$ cat config.mk
export PLATFORM = sky130hd
export DESIGN_NAME = iir_top
export DESIGN_NICKNAME = d
export VERILOG_FILES = /design/src/design/iir_pkg.sv /design/src/design/filter_sequencer.sv /design/src/design/iir_biquad.sv /design/src/design/iir_top.sv
export VERILOG_INCLUDE_DIRS = /design/src /design/src/include
export SDC_FILE = /design/constraint.sdc
export NUM_CORES = 2
export LEC_CHECK = 0
export BUFFER_PORTS_ARGS = -buffer_cell sky130_fd_sc_hd__buf_4
export CELL_PAD_IN_SITES_DETAIL_PLACEMENT = 1
export CELL_PAD_IN_SITES_GLOBAL_PLACEMENT = 2
export CORE_UTILIZATION = 43
export CTS_BUF_LIST = sky130_fd_sc_hd__clkbuf_2 sky130_fd_sc_hd__clkbuf_4 sky130_fd_sc_hd__clkbuf_8
export CTS_CLUSTER_DIAMETER = 100
export DETAILED_ROUTE_END_ITERATION = 12
export PLACE_DENSITY = 0.89
export SYNTH_ARGS = -nofsm -noshare
export SYNTH_HDL_FRONTEND = slang
export SYNTH_SLANG_ARGS = --single-unit
$ cat constraint.sdc
create_clock -name clk -period 8.5 [get_ports clk]
set_clock_uncertainty 0.15 [all_clocks]
set_input_delay 0.85 -clock clk [delete_from_list [all_inputs] [get_ports clk]]
set_output_delay 0.85 -clock clk [all_outputs]
set_load 0.005 [all_outputs]
$ cat src/include/iir_formats.svh
`ifndef IIR_FORMATS_SVH
`define IIR_FORMATS_SVH

// signed input and output samples
`define IIR_SAMPLE_W 8

// signed coefficients and the stored feedback outputs
`define IIR_COEF_W 16

// result accumulator, sums wrap at this width
`define IIR_ACC_W 27

// arithmetic right shift on the feedback products
`define IIR_FB_SHIFT 3

`endif

$ cat src/design/iir_pkg.sv
`default_nettype none

`include "iir_formats.svh"

package iir_pkg;

	// a1 sits in the top bits, b2 in the bottom bits
	typedef struct packed {
		logic signed [`IIR_COEF_W-1:0] a1;
		logic signed [`IIR_COEF_W-1:0] a2;
		logic signed [`IIR_COEF_W-1:0] b0;
		logic signed [`IIR_COEF_W-1:0] b1;
		logic signed [`IIR_COEF_W-1:0] b2;
	} coef_set_t;

	typedef struct packed {
		logic run_active;
		logic clear_history;
	} run_status_t;

	typedef enum logic [1:0] {
		seq_idle,
		seq_load,
		seq_run,
		seq_finish
	} seq_state_t;

endpackage

`default_nettype wire

$ cat src/design/filter_sequencer.sv
`timescale 1ns/1ps
`default_nettype none

`include "iir_formats.svh"

module filter_sequencer
	import iir_pkg::*;
#(
	parameter int SAMPLE_BUDGET = 100
)
(
	input  wire                    clk,
	input  wire                    reset,
	input  wire                    iir_start,
	input  wire [`IIR_COEF_W-1:0]  params,
	input  wire                    sample_done,
	output coef_set_t              coefs,
	output run_status_t            status,
	output logic                   iir_done
);

	localparam int CNT_W = $clog2(SAMPLE_BUDGET + 1);

	seq_state_t       state;
	logic [2:0]       load_idx;
	logic [CNT_W-1:0] sample_cnt;

	always_ff @(posedge clk)
	begin
		if (reset)
		begin
			state      <= seq_idle;
			load_idx   <= '0;
			sample_cnt <= '0;
			coefs      <= '0;
			status     <= '0;
		end
		else
		begin
			// history clear is a single cycle pulse
			status.clear_history <= 1'b0;

			case (state)
				seq_idle:
				begin
					// a1 is already on params in the start cycle
					if (iir_start)
					begin
						coefs.a1 <= params;
						load_idx <= 3'd1;
						state    <= seq_load;
					end
				end
				seq_load:
				begin
					load_idx <= load_idx + 3'd1;
					case (load_idx)
						3'd1: coefs.a2 <= params;
						3'd2: coefs.b0 <= params;
						3'd3: coefs.b1 <= params;
						default:
						begin
							// last word is b2, the run opens next cycle
							coefs.b2             <= params;
							sample_cnt           <= '0;
							status.run_active    <= 1'b1;
							status.clear_history <= 1'b1;
							state                <= seq_run;
						end
					endcase
				end
				seq_run:
				begin
					if (sample_done)
					begin
						sample_cnt <= sample_cnt + 1'b1;
						if (sample_cnt == CNT_W'(SAMPLE_BUDGET - 1))
						begin
							status.run_active <= 1'b0;
							state             <= seq_finish;
						end
					end
				end
				seq_finish: state <= seq_idle;
				default: state <= seq_idle;
			endcase
		end
	end

	// done marks the single cycle spent in finish
	assign iir_done = (state == seq_finish);

	// done closes the run on its last sample and lasts one cycle
	a_done_single: assert property (@(posedge clk) disable iff (reset)
		iir_done |-> $past(sample_done) ##1 !iir_done);

	// the datapath only completes samples that the run granted
	a_done_in_run: assert property (@(posedge clk) disable iff (reset)
		sample_done |-> state == seq_run);

endmodule

`default_nettype wire

$ cat src/design/iir_biquad.sv
`timescale 1ns/1ps
`default_nettype none

`include "iir_formats.svh"

module iir_biquad
	import iir_pkg::*;
#(
	parameter int SETTLE_CYCLES = 4
)
(
	input  wire                              clk,
	input  wire                              reset,
	input  wire coef_set_t                   coefs,
	input  wire run_status_t                 status,
	input  wire                              start,
	input  wire signed [`IIR_SAMPLE_W-1:0]   din,
	output logic                             ready,
	output logic signed [`IIR_SAMPLE_W-1:0]  dout,
	output logic                             out_valid,
	output logic                             sample_done
);

	localparam int SETTLE_W = $clog2(SETTLE_CYCLES + 1);
	localparam int FB_W = 2 * `IIR_COEF_W + 1;
	// start cycle to out_valid
	localparam int LATENCY = 5 + SETTLE_CYCLES;

	typedef enum logic [2:0] {
		st_wait,
		st_latch,
		st_feedback,
		st_feedfwd,
		st_accum,
		st_settle,
		st_output
	} bq_state_t;

	bq_state_t state;
	logic [SETTLE_W-1:0] settle_cnt;
	logic accept;
	logic result_load;

	// input latch and input history
	logic signed [`IIR_SAMPLE_W-1:0] in_q;
	logic signed [`IIR_SAMPLE_W-1:0] uk;
	logic signed [`IIR_SAMPLE_W-1:0] uk1;
	logic signed [`IIR_SAMPLE_W-1:0] uk2;

	// output history, upper accumulator bits
	logic signed [`IIR_COEF_W-1:0] yk1;
	logic signed [`IIR_COEF_W-1:0] yk2;

	logic signed [FB_W-1:0] fb_prod_sum;
	logic signed [FB_W-1:0] fb_shifted;
	logic signed [`IIR_ACC_W-1:0] ff_prod_sum;
	logic signed [`IIR_ACC_W-1:0] fb_q;
	logic signed [`IIR_ACC_W-1:0] ff_q;
	logic signed [`IIR_ACC_W-1:0] acc;

	// no sample in the clear cycle, history is being zeroed
	assign ready = (state == st_wait) && status.run_active && !status.clear_history;
	assign accept = ready && start;
	assign result_load = (state == st_settle) && (settle_cnt == '0);
	assign out_valid = (state == st_output);
	assign sample_done = (state == st_output);

	// products are formed at full width, the cut to the accumulator wraps
	assign fb_prod_sum = yk1 * $signed(coefs.a1) + yk2 * $signed(coefs.a2);
	assign fb_shifted = fb_prod_sum >>> `IIR_FB_SHIFT;
	assign ff_prod_sum = uk * $signed(coefs.b0) + uk1 * $signed(coefs.b1)
		+ uk2 * $signed(coefs.b2);

	always_ff @(posedge clk)
	begin
		if (reset)
		begin
			state      <= st_wait;
			settle_cnt <= '0;
			in_q       <= '0;
			dout       <= '0;
		end
		else
		begin
			case (state)
				st_wait:
				begin
					if (accept)
					begin
						in_q  <= din;
						state <= st_latch;
					end
				end
				st_latch: state <= st_feedback;
				st_feedback: state <= st_feedfwd;
				st_feedfwd: state <= st_accum;
				st_accum:
				begin
					settle_cnt <= SETTLE_W'(SETTLE_CYCLES - 1);
					state      <= st_settle;
				end
				st_settle:
				begin
					// multipliers get SETTLE_CYCLES before the result is taken
					if (result_load)
					begin
						dout  <= acc[`IIR_ACC_W-1 -: `IIR_SAMPLE_W];
						state <= st_output;
					end
					else
						settle_cnt <= settle_cnt - 1'b1;
				end
				default: state <= st_wait;
			endcase
		end
	end

	always_ff @(posedge clk)
	begin
		if (state == st_feedback)
			fb_q <= fb_shifted[`IIR_ACC_W-1:0];
		if (state == st_feedfwd)
			ff_q <= ff_prod_sum;
		if (state == st_accum)
			acc <= fb_q + ff_q;

		if (status.clear_history)
		begin
			uk  <= '0;
			uk1 <= '0;
			uk2 <= '0;
			yk1 <= '0;
			yk2 <= '0;
		end
		else
		begin
			// new sample enters the input delay line
			if (state == st_latch)
			begin
				uk  <= in_q;
				uk1 <= uk;
				uk2 <= uk1;
			end
			if (result_load)
			begin
				yk1 <= acc[`IIR_ACC_W-1 -: `IIR_COEF_W];
				yk2 <= yk1;
			end
		end
	end

	// history takes the sample of the accepted cycle and not a later stray one
	a_ignored_start: assert property (@(posedge clk) disable iff (reset)
		accept |-> ##2 (uk == $past(din, 2)));

	a_latency: assert property (@(posedge clk) disable iff (reset)
		accept |-> ##LATENCY out_valid);

endmodule

`default_nettype wire

$ cat src/design/iir_top.sv
`timescale 1ns/1ps
`default_nettype none

`include "iir_formats.svh"

module iir_top
	import iir_pkg::*;
#(
	parameter int SAMPLE_BUDGET = 100,
	parameter int SETTLE_CYCLES = 4
)
(
	input  wire                              clk,
	input  wire                              reset,
	input  wire                              iir_start,
	input  wire [`IIR_COEF_W-1:0]            params,
	input  wire                              start,
	input  wire signed [`IIR_SAMPLE_W-1:0]   din,
	output wire signed [`IIR_SAMPLE_W-1:0]   dout,
	output wire                              ready,
	output wire                              out_valid,
	output wire                              iir_done
);

	coef_set_t   coefs;
	run_status_t status;
	logic        sample_done;

	// coefficient loading and run budget
	filter_sequencer #(
		.SAMPLE_BUDGET (SAMPLE_BUDGET)
	) i_filter_sequencer (
		.clk         (clk),
		.reset       (reset),
		.iir_start   (iir_start),
		.params      (params),
		.sample_done (sample_done),
		.coefs       (coefs),
		.status      (status),
		.iir_done    (iir_done)
	);

	iir_biquad #(
		.SETTLE_CYCLES (SETTLE_CYCLES)
	) i_iir_biquad (
		.clk         (clk),
		.reset       (reset),
		.coefs       (coefs),
		.status      (status),
		.start       (start),
		.din         (din),
		.ready       (ready),
		.dout        (dout),
		.out_valid   (out_valid),
		.sample_done (sample_done)
	);

endmodule

`default_nettype wire

==> results.md <==
- The run finished with clean final reports.
- Setup repair after global routing left no endpoint under its margin.
- After detailed routing, the total wire length is 125000 um.
- The area of the die is about 100000 um^2.
- In this run the critical register-to-register path is launched from i_filter_sequencer.coefs[69]$_SDFFE_PP0P_.
- Of the available clock period, the critical path in the final layout requires 93.7%.
- By instance count, the leading cell after synthesis is inv_1.
- In the global route stage, overall resource usage came out at 25.3%.
- The detailed-route via count is about 32000.
- The gate count after technology mapping is 4829.
- At the end of the flow, the number of nets in the layout was just over 6000.
- Of all cell types, the one taking the most synthesized area is fa_1.
- Buffers inserted during clock tree synthesis total 51.
- During synthesis, Yosys emitted a total of 0 warnings.
- In the routed design, unresolved DRC markers number 0.
- The startpoint class of the critical path is a flop.
- The CTS tree is done.
- Routability-driven placement finished with a final weighted congestion of 0.854.
- Timing analysis after detailed placement gives a worst setup slack of 0.506 ns.
- After clock tree synthesis, the setup repair step added 0 buffers.
- For the pin with the worst max-slew slack, the measured transition is 1.12 ns.
- The longest clock path from root to sink contains 3 buffers.
- The row count is between 100 and 150.
- The critical path's top delay family is adder cells.
- Adding up every negative setup slack in the final design gives 0 ns.
- The critical path startpoint is i_filter_sequencer.coefs[69]$_SDFFE_PP0P_.
- The synthesized netlist devotes roughly 6.0% of its cell area to compound gates.
- The count of endpoints failing hold in the final timing report is 0.
- The global route total overflow is 0.
- After detailed routing, the average wire length per cell comes to 20.2 um.
- In this run the power density over the cells is 99.0 nW/um^2.
- The final setup violation count is 0.
- The worst hold path startpoint is din[0].
- The worst endpoint data arrival time is 8.24 ns.
- The synthesized netlist devotes 3.17% of its cell area to XOR and XNOR gates.
- On the worst path, the slowest cell contributes a delay of 0.80 ns.
- Along the worst path, the maximum fanout reaches 17.
- Fill cells in the final layout number 11800.
- By area the synthesized netlist is led by fa_1 40%, inv_1 9.7%, ha_1 9.6%, dfxtp_1 7.9%, and2_1 6.9%.
- The final count of pins violating max slew is 0.
- The final worst-path setup slack is 0.537 ns.
- The count of nets left with antenna violations once routing finished came out at 0.
- After clock tree synthesis, the repair step resized 0 gates.
- The post-synthesis area per instance is 9.00 um^2.
- The first global-routing pass estimated 199000 um of wire.
- The peak supply drop is 251 uV.
- In this run the horizontal extent of the chip is roughly 320 um.
- The distinct cell type count of the synthesized netlist is 71.
- The y dimension of the die is 320 um.
- The share of synthesized cell area in full adder, half adder and majority cells is about 50%.
- The tightest min-delay check is of the input port to flop type.
- In this run the tightest slew margin relative to its limit is 25.0%.
- The analysis attributes to cell leakage a power of between 20 and 25 nW.
- Counting every net in the synthesized netlist gives 6066.
- Entering global routing, the biggest net connects 71 pins.
- The register area share after synthesis is 12.8%.
- The clock sink count is between 200 and 250.
- The critical path is of the flop to flop type.
- Of the cells placed in the final design, the portion with a size suffix greater than 1 is 5.15%.
- The total I/O pin count is 39.
- The synthesized design devotes to its leading area cell type about two fifths of total area.
- The signal on the critical path passes through nand2_1, fa_1, inv_1, fa_1, inv_1, fa_1, inv_1, fa_1, fa_1, fa_1, fa_1, inv_1, fa_1, inv_1, ha_1, a21oi_1, o21ai_0, a22oi_1, nor2_1, o41ai_4, o21ai_1, a211o_1, xnor2_1.
- The post-synthesis share of cell area spent on and, or, nand and nor gates is roughly 17%.
- The number of global-route vias before repair is 36100.
- The dominant cell type by count on the critical path is fa_1.
- The slowest library cell on the worst path is dfxtp_1.
- The H-tree depth is 2.
- After synthesis the netlist holds a flip-flop and latch count of 242.
- The number of enable flip-flop cells after synthesis is 70.
- STA classifies the critical path endpoint as a flop.
- For this run, asynchronously set or reset flops after synthesis account for 0%.
- The core region is 100000 um^2.
- The dominant combinational cell family by area after synthesis is adder cells.
- In this run the tool buffered the top-level ports with 38 buffer cells.
- The data required time at the worst endpoint is a little under 9 ns.
- The clock tree root driver cell is clkbuf_8.
- From synthesis to final layout, the design area changed by 7.45%.
- The max capacitance violation total is 0.
- The critical path buffer and inverter count is 5.
- Derived from the worst setup path, the maximum achievable clock frequency is roughly 0.13 GHz.
- The synthesized netlist occupies a cell area of 43400 um^2.
- The average via count per standard cell is 5.16.
- Summed over all nets, the half-perimeter wirelength after detailed placement is 106000 um.
- The clock transition at the register clock pins on the worst setup and hold paths after CTS is 0.06 ns.
- For this configuration, the core starts out at a cell density of roughly 43%.
- The top flip-flop cell by instance count after synthesis is dfxtp_1.
- The clock latency reported for the late side of the worst-skew pair is around 0.70 ns.
- The number of antenna violations at the first check in global routing came to 2.
- The number of hold buffers added after CTS was 0.
- The mux share of post-synthesis cell area is 0.279%.
- The commonest cells after synthesis are 1123 x inv_1, 875 x fa_1, 672 x nand2_1, 477 x and2_1, 334 x ha_1.
- The count of TritonRoute iterations in the first routing pass is 5.
- The clock period minus final worst setup slack is 7.96 ns.
- The first routing iteration left 1577 violations.
path summary, 6_finish.rpt:
path	cells past startpoint	slack, ns	endpoint
worst min register to register	2	0.30	i_iir_biquad.uk[4]$_SDFFE_PP0P_
worst min-delay path	3	0.23	i_iir_biquad.in_q[0]$_SDFFE_PP0P_
worst max-delay path	23	0.54	i_iir_biquad.fb_q[26]$_DFFE_PP_
worst max register to register	23	0.54	i_iir_biquad.fb_q[26]$_DFFE_PP_
cell usage in the layout (no fill, tap or decap), types with 7 or more instances in the layout:
cell	count
mux2i_1	11
clkbuf_8	63
a31oi_1	9
inv_1	1123
nor2_1	157
or3_1	8
edfxtp_1	70
o21ai_1	15
o21a_1	17
or2_2	8
nor2b_1	28
buf_4	129
clkbuf_4	9
a21oi_1	229
o21ai_0	42
a211oi_1	10
nor3_1	32
a21o_1	18
and3_1	18
o21bai_1	11
nand3_1	39
xor2_1	48
clkinv_2	7
dfxtp_1	171
nand2b_1	35
nand2_1	672
o211ai_1	7
fa_1	875
and2_1	477
xnor2_1	109
ha_1	334
where the power goes:
group,internal (mW),leakage (nW),switching (mW),total (mW)
logic,0.534,20.6,0.964,1.50
registers,1.35,2.03,0.239,1.59
clock network,0.896,0.621,0.640,1.54
total,2.78,23.2,1.84,4.62
metrics by stage:
step	utilization (%)	cells	hold slack, ns	area [um^2]	total power [mW]
6_report	46.6	6195	0.234	46700	4.62
5_1_grt	46.6	6192	0.214	46700	4.88
4_1_cts	46.6	6191	0.177	46700	4.66
3_5_place_dp	45.4	6097	0.298	45500	3.10
3_3_place_gp	45.4	6097	0.296	45500	3.04
2_1_floorplan	-	4829	0.282	43400	2.49
flip-flops by register name, summed over array words and instances (netlist names):
signal and cells:
i_filter_sequencer.sample_cnt 7, i_iir_biquad.fb_q 27, i_iir_biquad.yk1 16, i_iir_biquad.uk 8, i_iir_biquad.in_q 8, i_iir_biquad.acc 16
i_iir_biquad.uk2 8, i_filter_sequencer.status 2, i_iir_biquad.settle_cnt 3, i_iir_biquad.dout 8, i_filter_sequencer.coefs 80, i_filter_sequencer.load_idx 3
i_iir_biquad.uk1 8, i_iir_biquad.ff_q 27, i_iir_biquad.yk2 16, i_iir_biquad.state 3, i_filter_sequencer.state 2
worst min-delay path, delay by kind of cell:
family | cells | cell delay [ns]
buf+inv | 1 | 0.08
simple gates | 1 | 0.07
mux | 1 | 0.05
logic make-up (layout without fill, tap and decap cells):
kind of cell,count (synthesis),after routing
xor+xnor,157,157
fa+ha+maj,1209,1209
other cells,0,4
flops,242,242
compound gates,422,422
buf+inv,1283,1347
simple gates,1504,1504
mux,12,12
final cells by class:
cell class | count | area, um^2 | share of cell area (%)
Antenna cell | 4 | 10.0 | 0.0214
Clock buffer | 72 | 935 | 2.00
Clock inverter | 22 | 277 | 0.592
Inverter | 1124 | 4220 | 9.04
Multi-Input combinational cell | 3304 | 33100 | 70.9
Sequential cell | 242 | 5550 | 11.9
Tap cell | 1298 | 1620 | 3.48
Timing Repair Buffer | 129 | 968 | 2.07
routing by layer:
| metal | up-vias | global-route usage, % | wire length (um) |
|---|---|---|---|
| li1 | 14500 | - | - |
| met3 | 191 | 3.86 | 6670 |
| met2 | 728 | 43.1 | 61300 |
| met1 | 16600 | 32.6 | 52800 |
| met5 | - | 0 | 0 |
| met4 | 0 | 8.71 | 4230 |
No activity file was read; power rests on OpenSTA's default activity.
